## src/source/coreIsaPkg.sv

```systemverilog
// RV32I ISA package: data and index widths, major opcode enum, ALU operation enum
package coreIsaPkg;

    // ------------------------------------------------------------
    // Widths
    // ------------------------------------------------------------
    // Data path width
    localparam int xlen = 32;
    // Register index field width, same for rs1, rs2 and rd
    localparam int regIdxW = 5;

    // ------------------------------------------------------------
    // Major opcodes, instWord[6:0]
    // ------------------------------------------------------------
    // Only the integer ALU group and the two upper-immediate forms
    typedef enum logic [6:0] {
        opcOp    = 7'b0110011,  // Register-register
        opcOpImm = 7'b0010011,  // Register-immediate
        opcLui   = 7'b0110111,
        opcAuipc = 7'b0010111
    } tOpcode;

    // ------------------------------------------------------------
    // ALU operations
    // ------------------------------------------------------------
    typedef enum logic [3:0] {
        aluAdd,
        aluSub,
        aluAnd,
        aluOr,
        aluXor,
        aluSlt,     // Signed compare
        aluSll,
        aluSrl,     // Logical, zero fill
        aluPassB    // Second operand straight through, for LUI
    } tAluOp;

endpackage

```

## src/source/corePipePkg.sv

```systemverilog
// Pipeline package: Q102H execute control struct
package corePipePkg;

    // ------------------------------------------------------------
    // Execute control, built in Q101H and registered into Q102H
    // ------------------------------------------------------------
    typedef struct packed {
        // Operation for the Q102H ALU
        coreIsaPkg::tAluOp                 aluOp;
        // Operand B from the immediate instead of rs2
        logic                              selImm;
        // Operand A from the PC instead of rs1
        logic                              selPc;
        // Writeback destination
        logic [coreIsaPkg::regIdxW-1:0]    regDst;
        logic                              regWrEn;
        // Cleared for bubbles and unsupported opcodes
        logic                              valid;
    } tCtrlExe;

endpackage

```

## src/source/rfPortIf.sv

```systemverilog
// Register file port interface: Q101H read indices, Q105H write, stage enable, modports
interface rfPortIf;
    import coreIsaPkg::*;

    // Q101H read sources
    logic [regIdxW-1:0] regSrc1;
    logic [regIdxW-1:0] regSrc2;

    // Q105H write
    logic [regIdxW-1:0] regDst;
    logic               regWrEn;
    logic [xlen-1:0]    regWrData;

    // Stage enable, low freezes every stage
    logic               ready;

    // Decoder drives the read indices
    modport decode (
        output regSrc1, regSrc2
    );

    // Execute unit drives the write fields from Q105H
    modport writeback (
        input  ready,
        output regDst, regWrEn, regWrData
    );

    // Register file sees everything
    modport rf (
        input regSrc1, regSrc2, regDst, regWrEn, regWrData, ready
    );

endinterface

```

## src/source/aluExecute.sv

```systemverilog
// Execute unit: Q102H operand select and ALU, Q103H-Q105H result pipe, writeback outputs
module aluExecute (
    input  logic                           Clock,
    input  logic                           rstN,
    input  corePipePkg::tCtrlExe           ctrlQ102H,
    input  logic [31:0]                    pcQ102H,
    input  logic [31:0]                    immQ102H,
    input  logic [31:0]                    rdData1Q102H,
    input  logic [31:0]                    rdData2Q102H,
    rfPortIf.writeback                     rfPort,
    output logic                           wbValid,
    output logic [coreIsaPkg::regIdxW-1:0] wbRd,
    output logic [coreIsaPkg::xlen-1:0]    wbData
);
    import coreIsaPkg::*;

    logic [xlen-1:0]    opA;
    logic [xlen-1:0]    opB;
    logic [xlen-1:0]    resultQ102H;

    // Per-stage control
    logic               validQ103H, validQ104H, validQ105H;
    logic               wrEnQ103H, wrEnQ104H, wrEnQ105H;
    logic [regIdxW-1:0] dstQ103H, dstQ104H, dstQ105H;
    // Per-stage result
    logic [xlen-1:0]    dataQ103H, dataQ104H, dataQ105H;

    // ------------------------------------------------------------
    // Q102H operands and ALU
    // ------------------------------------------------------------
    assign opA = ctrlQ102H.selPc ? pcQ102H : rdData1Q102H;
    assign opB = ctrlQ102H.selImm ? immQ102H : rdData2Q102H;

    always_comb begin
        unique case (ctrlQ102H.aluOp)
            aluAdd:   resultQ102H = opA + opB;
            aluSub:   resultQ102H = opA - opB;
            aluAnd:   resultQ102H = opA & opB;
            aluOr:    resultQ102H = opA | opB;
            aluXor:   resultQ102H = opA ^ opB;
            aluSlt:   resultQ102H = {31'b0, $signed(opA) < $signed(opB)};
            // Shift amount is the low 5 bits only
            aluSll:   resultQ102H = opA << opB[4:0];
            aluSrl:   resultQ102H = opA >> opB[4:0];
            aluPassB: resultQ102H = opB;
            default:  resultQ102H = '0;
        endcase
    end

    // ------------------------------------------------------------
    // Q103H to Q105H pipe
    // ------------------------------------------------------------
    // Control bits, cleared on reset
    always_ff @(posedge Clock) begin
        if (!rstN) begin
            validQ103H <= 1'b0;
            validQ104H <= 1'b0;
            validQ105H <= 1'b0;
            wrEnQ103H <= 1'b0;
            wrEnQ104H <= 1'b0;
            wrEnQ105H <= 1'b0;
        end else if (rfPort.ready) begin
            validQ103H <= ctrlQ102H.valid;
            validQ104H <= validQ103H;
            validQ105H <= validQ104H;
            wrEnQ103H <= ctrlQ102H.regWrEn;
            wrEnQ104H <= wrEnQ103H;
            wrEnQ105H <= wrEnQ104H;
        end
    end

    // Destination and data
    always_ff @(posedge Clock) begin
        if (rfPort.ready) begin
            dstQ103H <= ctrlQ102H.regDst;
            dstQ104H <= dstQ103H;
            dstQ105H <= dstQ104H;
            dataQ103H <= resultQ102H;
            dataQ104H <= dataQ103H;
            dataQ105H <= dataQ104H;
        end
    end

    // ------------------------------------------------------------
    // Q105H writeback
    // ------------------------------------------------------------
    assign rfPort.regWrEn = validQ105H && wrEnQ105H;
    assign rfPort.regDst = dstQ105H;
    assign rfPort.regWrData = dataQ105H;

    // Reported once, on the edge that commits the write
    assign wbValid = validQ105H && wrEnQ105H && (dstQ105H != '0) && rfPort.ready;
    assign wbRd = dstQ105H;
    assign wbData = dataQ105H;

endmodule

```

## src/source/coreBackend.sv

```systemverilog
// Top level: ready from stall, rfPortIf, decoder, register file and execute unit
module coreBackend #(
    parameter int numRegs = 32
) (
    input  logic                           Clock,
    input  logic                           rstN,
    input  logic                           instValid,
    input  logic                           stall,
    input  logic [31:0]                    instPc,
    input  logic [31:0]                    instWord,
    output logic                           wbValid,
    output logic [coreIsaPkg::regIdxW-1:0] wbRd,
    output logic [coreIsaPkg::xlen-1:0]    wbData
);
    import coreIsaPkg::*;
    import corePipePkg::*;

    tCtrlExe            ctrlQ102H;
    logic [xlen-1:0]    pcQ102H;
    logic [xlen-1:0]    immQ102H;
    logic [xlen-1:0]    rdData1Q102H;
    logic [xlen-1:0]    rdData2Q102H;

    rfPortIf rfIf ();

    // Stall freezes every stage at once
    assign rfIf.ready = ~stall;

    // ------------------------------------------------------------
    // Q101H decode and register read, side by side
    // ------------------------------------------------------------
    instDecode #(
        .numRegs (numRegs)
    ) uDecode (
        .Clock     (Clock),
        .rstN      (rstN),
        .instValid (instValid),
        .ready     (rfIf.ready),
        .instPc    (instPc),
        .instWord  (instWord),
        .rfPort    (rfIf.decode),
        .ctrlQ102H (ctrlQ102H),
        .pcQ102H   (pcQ102H),
        .immQ102H  (immQ102H)
    );

    regFile #(
        .numRegs (numRegs)
    ) uRegFile (
        .Clock        (Clock),
        .rfPort       (rfIf.rf),
        .rdData1Q102H (rdData1Q102H),
        .rdData2Q102H (rdData2Q102H)
    );

    // Q102H to Q105H, writes back through rfIf
    aluExecute uExecute (
        .Clock        (Clock),
        .rstN         (rstN),
        .ctrlQ102H    (ctrlQ102H),
        .pcQ102H      (pcQ102H),
        .immQ102H     (immQ102H),
        .rdData1Q102H (rdData1Q102H),
        .rdData2Q102H (rdData2Q102H),
        .rfPort       (rfIf.writeback),
        .wbValid      (wbValid),
        .wbRd         (wbRd),
        .wbData       (wbData)
    );

endmodule

```

## src/source/instDecode.sv

```systemverilog
// Q101H instruction decoder: opcode and funct decode, I/U immediate, Q102H control registers
module instDecode #(
    parameter int numRegs = 32
) (
    input  logic                   Clock,
    input  logic                   rstN,
    input  logic                   instValid,
    input  logic                   ready,
    input  logic [31:0]            instPc,
    input  logic [31:0]            instWord,
    rfPortIf.decode                rfPort,
    output corePipePkg::tCtrlExe   ctrlQ102H,
    output logic [31:0]            pcQ102H,
    output logic [31:0]            immQ102H
);
    import coreIsaPkg::*;
    import corePipePkg::*;

    // Keeps indices inside the array, numRegs 16 gives RV32E
    localparam logic [regIdxW-1:0] idxMask = regIdxW'(numRegs - 1);

    tOpcode         opcode;
    logic [2:0]     funct3;
    logic [6:0]     funct7;
    logic           legal;
    tCtrlExe        ctrlQ101H;
    logic [31:0]    immQ101H;

    // ------------------------------------------------------------
    // Field extraction
    // ------------------------------------------------------------
    assign opcode = tOpcode'(instWord[6:0]);
    assign funct3 = instWord[14:12];
    assign funct7 = instWord[31:25];

    // Sources go straight to the register file read
    assign rfPort.regSrc1 = instWord[19:15] & idxMask;
    assign rfPort.regSrc2 = instWord[24:20] & idxMask;

    // ------------------------------------------------------------
    // Opcode / funct decode
    // ------------------------------------------------------------
    always_comb begin
        legal = 1'b1;
        ctrlQ101H.aluOp = aluAdd;
        ctrlQ101H.selImm = 1'b0;
        ctrlQ101H.selPc = 1'b0;
        // Default I-type, sign extended
        immQ101H = {{20{instWord[31]}}, instWord[31:20]};
        unique case (opcode)
            opcOp: begin
                // Only SUB sets funct7 bit 5
                unique case (funct3)
                    3'b000: ctrlQ101H.aluOp = funct7[5] ? aluSub : aluAdd;
                    3'b111: ctrlQ101H.aluOp = aluAnd;
                    3'b110: ctrlQ101H.aluOp = aluOr;
                    3'b100: ctrlQ101H.aluOp = aluXor;
                    3'b010: ctrlQ101H.aluOp = aluSlt;
                    3'b001: ctrlQ101H.aluOp = aluSll;
                    3'b101: ctrlQ101H.aluOp = aluSrl;
                    default: legal = 1'b0;
                endcase
                if (funct7 != 7'b0000000 && !(funct7 == 7'b0100000 && funct3 == 3'b000)) begin
                    legal = 1'b0;
                end
            end
            opcOpImm: begin
                ctrlQ101H.selImm = 1'b1;
                unique case (funct3)
                    3'b000: ctrlQ101H.aluOp = aluAdd;
                    3'b111: ctrlQ101H.aluOp = aluAnd;
                    3'b110: ctrlQ101H.aluOp = aluOr;
                    3'b100: ctrlQ101H.aluOp = aluXor;
                    // SLTI, shifts by immediate not supported
                    default: legal = 1'b0;
                endcase
            end
            opcLui, opcAuipc: begin
                // U-type, low 12 bits zero
                immQ101H = {instWord[31:12], 12'b0};
                ctrlQ101H.selImm = 1'b1;
                ctrlQ101H.selPc = (opcode == opcAuipc);
                ctrlQ101H.aluOp = (opcode == opcAuipc) ? aluAdd : aluPassB;
            end
            default: legal = 1'b0;
        endcase
        ctrlQ101H.regDst = instWord[11:7] & idxMask;
        ctrlQ101H.regWrEn = legal;
        // Unsupported opcode retires as a bubble
        ctrlQ101H.valid = instValid && legal;
    end

    // ------------------------------------------------------------
    // Q102H registers
    // ------------------------------------------------------------
    always_ff @(posedge Clock) begin
        if (!rstN) begin
            ctrlQ102H <= '0;
        end else if (ready) begin
            ctrlQ102H <= ctrlQ101H;
        end
    end

    // Payload only, no reset
    always_ff @(posedge Clock) begin
        if (ready) begin
            pcQ102H <= instPc;
            immQ102H <= immQ101H;
        end
    end

endmodule

```

## src/source/regFile.sv

```systemverilog
// Register file: Q105H write, Q101H read with register 0 and Q105H forwarding, Q102H operands
module regFile #(
    parameter int numRegs = 32
) (
    input  logic           Clock,
    rfPortIf.rf            rfPort,
    output logic [31:0]    rdData1Q102H,
    output logic [31:0]    rdData2Q102H
);
    import coreIsaPkg::*;

    // Register 0 is not stored
    logic [xlen-1:0]    regs [1:numRegs-1];
    logic [xlen-1:0]    rdData1Q101H;
    logic [xlen-1:0]    rdData2Q101H;

    // Zero for x0, Q105H bypass on a match, else the array
    function automatic logic [xlen-1:0] readPort(input logic [regIdxW-1:0] src);
        logic fwdHit;
        fwdHit = rfPort.regWrEn && (src == rfPort.regDst);
        if (src == '0) begin
            return '0;
        end else if (fwdHit) begin
            return rfPort.regWrData;
        end
        return regs[src];
    endfunction

    // ------------------------------------------------------------
    // Q105H write
    // ------------------------------------------------------------
    always_ff @(posedge Clock) begin
        if (rfPort.regWrEn && rfPort.ready && rfPort.regDst != '0) begin
            regs[rfPort.regDst] <= rfPort.regWrData;
        end
    end

    // ------------------------------------------------------------
    // Q101H read
    // ------------------------------------------------------------
    assign rdData1Q101H = readPort(rfPort.regSrc1);
    assign rdData2Q101H = readPort(rfPort.regSrc2);

    // Operands into Q102H, held while stalled
    always_ff @(posedge Clock) begin
        if (rfPort.ready) begin
            rdData1Q102H <= rdData1Q101H;
            rdData2Q102H <= rdData2Q101H;
        end
    end

endmodule

```

## config.mk

```make
export PLATFORM = sky130hd
export DESIGN_NAME = coreBackend
export DESIGN_NICKNAME = d
export VERILOG_FILES = /design/src/source/coreIsaPkg.sv /design/src/source/corePipePkg.sv /design/src/source/rfPortIf.sv /design/src/source/aluExecute.sv /design/src/source/coreBackend.sv /design/src/source/instDecode.sv /design/src/source/regFile.sv
export SDC_FILE = /design/constraint.sdc
export NUM_CORES = 2
export LEC_CHECK = 0
export BUFFER_PORTS_ARGS = -buffer_cell sky130_fd_sc_hd__buf_2
export CORE_ASPECT_RATIO = 0.6
export CORE_MARGIN = 2
export CORE_UTILIZATION = 65
export DETAILED_ROUTE_END_ITERATION = 10
export PLACE_DENSITY = 0.82
export SYNTH_ARGS = -nofsm -noshare
export SYNTH_HDL_FRONTEND = slang
export SYNTH_SLANG_ARGS = --single-unit
```

## constraint.sdc

```tcl
create_clock -name Clock -period 25.7 [get_ports Clock]
set_input_delay 3.855 -clock Clock [delete_from_list [all_inputs] [get_ports Clock]]
set_output_delay 3.855 -clock Clock [all_outputs]
set_load 0.02 [all_outputs]
```

* After elaboration in Yosys (flattened, before gate mapping)
Memories as Yosys holds them, arrays and structs flattened. Index checks and enable logic that the tools add are counted. Widths: inputs -> output; s select.
Operators by class: add/sub/neg operators 2, $mul 0, div/mod/pow operators 0, magnitude comparators 1, equal/unequal tests 21, shifts and indexed selects 2, mux-type cells 27, bitwise logic cells 4, reduce and logical (&&, ||, !) cells 21
Operators by type and width (count):
- $pmux 32 s9 | 1
- $mux 32 | 8
- $add 32x32->32 | 1
- $and 32x32->32 | 1
- $lt 32x32->1 | 1
- $or 32x32->32 | 1
- $shl 32x5->32 | 1
- $shr 32x5->32 | 1
- $sub 32x32->32 | 1
- $xor 32x32->32 | 1
- $mux 31 | 1
- $pmux 4 s7 | 1
- $eq 7x6->1 const B | 3
- $eq 4x3->1 const B | 4
- $eq 7x5->1 const B | 2
- $eq 3x3->1 const B | 4
- $mux 1 | 12
- $pmux 4 s3 | 1
- $eq 5x5->1 | 2
- $logic_and 1x1->1 | 10
- $logic_not 5->1 | 2
- $pmux 3 s3 | 1
- $eq 4x2->1 const B | 2
- $reduce_bool 7->1 | 1
- 15 further kinds | 15
Word-level totals: flip-flop bits (word level) 258, bits in latches 0, RAM bits 992, ROM bits 0, bits of input ports 68, output and inout bits 38, logic and storage cells 102, memories kept 1
Memories:
- uRegFile.regs | words 31, bits a word 32, rd ports 2, clocked after Yosys merged registers in 0, write ports 1, line regFile.sv:13 | logic [xlen-1:0] regs [1:numRegs-1];

* Longest topological paths before layout
depth after elaboration 7, mapped depth 16, gate-level depth less buffers 13

* Hierarchy
Synthesis repeated with hierarchy kept, for this count alone.
Unflattened totals: cells, all modules 4404, area total of the unflattened synthesis 64468.1 µm²
Modules (own cells, without submodules):
- regFile | instances 1, cells an instance 2703, area an instance 48662.9 µm², sequential area each 31710.4 µm²
- aluExecute | instances 1, cells an instance 1508, area an instance 12841.1 µm², sequential area each 3453.3 µm²
- instDecode | instances 1, cells an instance 192, area an instance 2960.3 µm², sequential area each 2182.1 µm²
- coreBackend | instances 1, cells an instance 1, area an instance 3.8 µm², sequential area each 0.0 µm²

* Worst setup path before layout
Ideal clock, no wire load.
kind input -> output, start in stall, end out wbValid, arrival time 9.608 ns, required time 21.845 ns, path slack 12.237 ns, stages on the path 5, path buffers 2, cells stage by stage clkbuf_1 -> inv_1 -> and3_1 -> clkbuf_1 -> o31a_1
Between the ends: longest elaborated chain between the ends 2
Ends and longest elaborated chain:
- from (decl) | line coreBackend.sv:8 | input logic stall,
- $not 1->1 | line coreBackend.sv:27 | assign rfIf.ready = ~stall;
- $logic_and 1x1->1 | line aluExecute.sv:92 | assign wbValid = validQ105H && wrEnQ105H && (dstQ105H != '0) && rfPort.ready;
- to (decl) | line coreBackend.sv:11 | output logic wbValid,
Every way passes these cells.

* Worst setup path in the final report
Ends and elaborated chain as after synthesis.

==> results.md <==
Worst setup path:
- The largest stage delay on the critical path is 0.44 ns.
- Counting both buffers and inverters, the worst setup path holds a total of 3.
- The arrival time at the worst endpoint is 5.56 ns.
- Walking the worst path, the cells encountered are buf_2 > inv_8 > and3_1 > o31a_1 > buf_2.
- The number of cells on the worst reg-to-reg path is 14.
- Of all nets on the critical path, the largest fanout is 68.
- STA puts the critical path data required time at 21.84 ns.
- The kind of critical path is input port to primary output.
- STA classifies the critical path startpoint as an input port.
- The cell with the largest stage delay on the worst path is sky130_fd_sc_hd__inv_8.
- The endpoint class of the critical path is a primary output.
- The family with the most delay on the worst path is buffers and inverters.
- In this run the number of cells on the critical path is 5.
- The cell that appears most often on the critical path is sky130_fd_sc_hd__buf_2.

Placement:
- The number of port buffers is 105.
- The routability congestion estimate is 1.09.
- The wire-length estimate of the detail-placed layout is 132 mm.
- The worst slack after detailed placement is 16.29 ns.

Routing:
- The antenna violation net count after detailed routing is 0.
- Wires add up to 216 mm.
- The number of iterations in the first detailed-routing pass is 7.
- The first routing iteration left 8508 violations.
- The detailed-route vias per instance is 7.98.
- The detailed-route wire length per cell is 40.2 µm.
- Summing over every cut layer, the via total after detailed routing is 42900.
- The post-route DRC violation count is 0.

Floorplan:
- The die is 246 µm tall.
- The die covers 0.100 mm².
- The floorplan has 88 rows.
- During I/O placement, the number of pins put on the boundary was 106.
- The chip width is 408 µm.
- After floorplanning, the core was sized to cover 0.0965 mm².
- For this configuration, the core starts out at a cell density of 65.9%.

Synth:
- The multiplexer area fraction after synthesis is 24.7%.
- The netlist uses 81 different library cells.
- The area share of fa/ha/maj cells after synthesis is 1.97%.
- The number of synthesized register bits is 1250.
- The cell with the most instances after synthesis is sky130_fd_sc_hd__edfxtp_1.
- The synthesized netlist cell count is 3931.
- The fraction of post-synthesis cell area in the top cell type by area is 58.2%.
- After synthesis, the most frequently instantiated cells are sky130_fd_sc_hd__edfxtp_1, sky130_fd_sc_hd__mux4_2, sky130_fd_sc_hd__nor2_1.
- The number of nets handed over by synthesis was 4098.
- The dominant combinational cell family by area after synthesis is multiplexers.
- The leading register cell type out of synthesis is sky130_fd_sc_hd__edfxtp_1.
- The register area share after synthesis is 58.8%.
- The synthesized design spends more area on one cell type than any other, namely sky130_fd_sc_hd__edfxtp_1.
- Of the total synthesized cell area, the portion taken by XOR and XNOR cells is 0.152%.
- Summing the areas of all compound-gate instances in the mapped netlist gives 7.71% of the synthesized area.
- A synthesized cell averages 16.2 µm².
- The async set-reset flop share out of synthesis is 0%.
- Yosys printed 0 warnings.
- After Yosys synthesis, and, or, nand and nor cells account for 4.16% of the synthesized area.
- After synthesis the cells add up to 0.0635 mm².
- After synthesis, the cell types taking the most area are sky130_fd_sc_hd__edfxtp_1, sky130_fd_sc_hd__mux4_2, sky130_fd_sc_hd__mux2i_1.
- The synthesized design contains 1231 enable-type register cells.

Timing:
- The count of final setup violators is 0.
- For the final routed database, the setup TNS stands at 0 ns.
- Setup repair after global routing left no endpoint under its margin.
- Across all setup checks in the final design, the least slack found is 16.29 ns.
- The count of final hold-check violations is 0.
- Derived from the worst setup path, the maximum achievable clock frequency is 106 MHz.
- The total count of max-transition violations in the final report is 5.
- At the pin with the least slew margin, the transition time is 1.52 ns.
- The smallest clock period supported by the final layout is computed as 9.41 ns.
- The worst slew margin relative to its limit is -4.29%.
- The worst-case clock skew is 0.0368 ns.
- Of the available clock period, the critical path in the final layout requires 36.6%.

Clocking:
- The count of cells resized by post-cts repair is 0.
- The later pin in the worst-skew pair is clocked with a latency of 0.76 ns.
- The count of H-tree levels built during CTS is 3.
- The clock-pin slew of the registers on the worst-case setup and hold paths is 0.06 ns.
- The total CTS buffers is 110.
- The clock tree buffer depth is 3.
- CTS saw 1250 sinks.
- The number of buffers inserted by post-CTS setup repair is 0.
- The hold-fix buffer count after cts is 0.
- The tree is rooted in a sky130_fd_sc_hd__clkbuf_16.
- The clock tree from TritonCTS is built.

Cells and area:
- The ratio of cells with drive above 1 in the final layout is 25.8%.
- The area growth from synthesis to layout is 9.24%.
- The final net count is 4143.

Min path:
- The number of instances on the worst hold path is 0.
- The path type of the worst min-delay path is flip-flop to flip-flop.

Run status:
- The final reports fail on capacitance limit, slew limit.
- The run finished, with violations left.

Power:
- For this design the static power due to leakage is 23.1 nW.
- The maximum vdd drop is 0.0596 mV.
- The ratio of total power to cell area is 67.1 mW/mm².

Global route:
- The largest net degree at the start of global routing is 119.
- The first-pass GRT wire length is 304 mm.
- The initial antenna violation count came to 8.
- The number of global-route vias before repair is 41300.
- For this run the aggregate overflow at the end of global routing stands at 0.
- The global-route total usage across every layer is 43.3%.

Flow run:
- The max capacitance violation total is 1.
-- state kept, by name (all words and copies together) (netlist names) --
name	count
uExecute.dataQ103H	32
uExecute.rfPort.regDst	5
uDecode.pcQ102H	32
uRegFile.rdData2Q102H	32
uExecute.dataQ104H	32
uRegFile.rdData1Q102H	32
uDecode.ctrlQ102H	13
uExecute.dstQ103H	5
uExecute.wrEnQ104H	1
uExecute.wrEnQ105H	1
uExecute.dstQ104H	5
uDecode.immQ102H	32
uExecute.validQ105H	1
uExecute.wrEnQ103H	1
uRegFile.regs	992
uExecute.validQ103H	1
uExecute.validQ104H	1
uExecute.rfPort.regWrData	32
-- stage by stage --
step | std cells | utilization, % | hold slack, ns | power (W) | cell area (µm²)
5_1_grt | 5373 | 72.0 | 0.416 | 0.00475 | 69400
4_1_cts | 5373 | 72.0 | 0.417 | 0.00462 | 69400
6_report | 5375 | 72.0 | 0.415 | 0.00466 | 69400
2_1_floorplan | 3931 | - | 0.400 | 0.00276 | 63500
3_5_place_dp | 5169 | 68.3 | 0.405 | 0.00298 | 65900
3_3_place_gp | 5169 | 68.3 | 0.401 | 0.00297 | 65900
-- path summary, 6_finish.rpt --
| kind | end | start | slack [ns] |
|---|---|---|---|
| min reg2reg | uExecute.rfPort.regWrData[25]$_DFFE_PN_ | uExecute.dataQ104H[25]$_DFFE_PN_ | 0.41 |
| max | wbValid | stall | 16.29 |
| max reg2reg | uExecute.dataQ103H[29]$_DFFE_PN_ | uDecode.ctrlQ102H[8]$_SDFFE_PN0N_ | 18.95 |
| min | uExecute.rfPort.regWrData[25]$_DFFE_PN_ | uExecute.dataQ104H[25]$_DFFE_PN_ | 0.41 |
-- final cells by class --
type	instances	area, µm²
clock inverter	64	588
multi-input combinational	2287	24900
antenna	2	5.00
timing repair buffer	234	1580
tap	1305	1630
inverter	93	359
clock buffer	140	2950
fill	5849	27000
sequential	1250	37300
-- routing by layer --
layer  global-route usage (%)  share of wire [%]  vias up
li1                         -                  -    16300
met1                     61.4                 35    21500
met2                     58.7                 41     4425
met3                     20.1                 19      632
met4                     16.6                4.6       18
met5                    0.575               0.15        -
-- placed cells by master (no fill, tap or decap), types with 31 or more instances in the layout --
cell,n
sky130_fd_sc_hd__o21ai_0,103
sky130_fd_sc_hd__buf_2,95
sky130_fd_sc_hd__a21oi_1,162
sky130_fd_sc_hd__a21o_1,36
sky130_fd_sc_hd__nor2_4,33
sky130_fd_sc_hd__inv_1,88
sky130_fd_sc_hd__clkbuf_16,113
sky130_fd_sc_hd__mux4_2,556
sky130_fd_sc_hd__nor2b_1,38
sky130_fd_sc_hd__buf_4,131
sky130_fd_sc_hd__ha_1,97
sky130_fd_sc_hd__a211oi_1,156
sky130_fd_sc_hd__edfxtp_1,1231
sky130_fd_sc_hd__mux2i_1,278
sky130_fd_sc_hd__nand2_1,126
sky130_fd_sc_hd__nor3_1,31
sky130_fd_sc_hd__nor2_1,278
-- report_power, final --
group | leakage, nW | switching (W) | internal, W
sequential | 11.4 | 0.0000428 | 0.00230
combinational | 9.92 | 0.000418 | 0.000224
clock | 1.72 | 0.000775 | 0.000896
total | 23.1 | 0.00124 | 0.00342
-- kinds of logic after synthesis --
logic type / count (synthesis)
buffers and inverters: 394
AO/OA/AOI/OAI: 708
AND/OR/NAND/NOR: 603
adder cells (fa/ha/maj): 99
XOR/XNOR: 11
multiplexers: 866
flip-flops: 1250
Note: power is estimated with default switching activity, not from simulation.
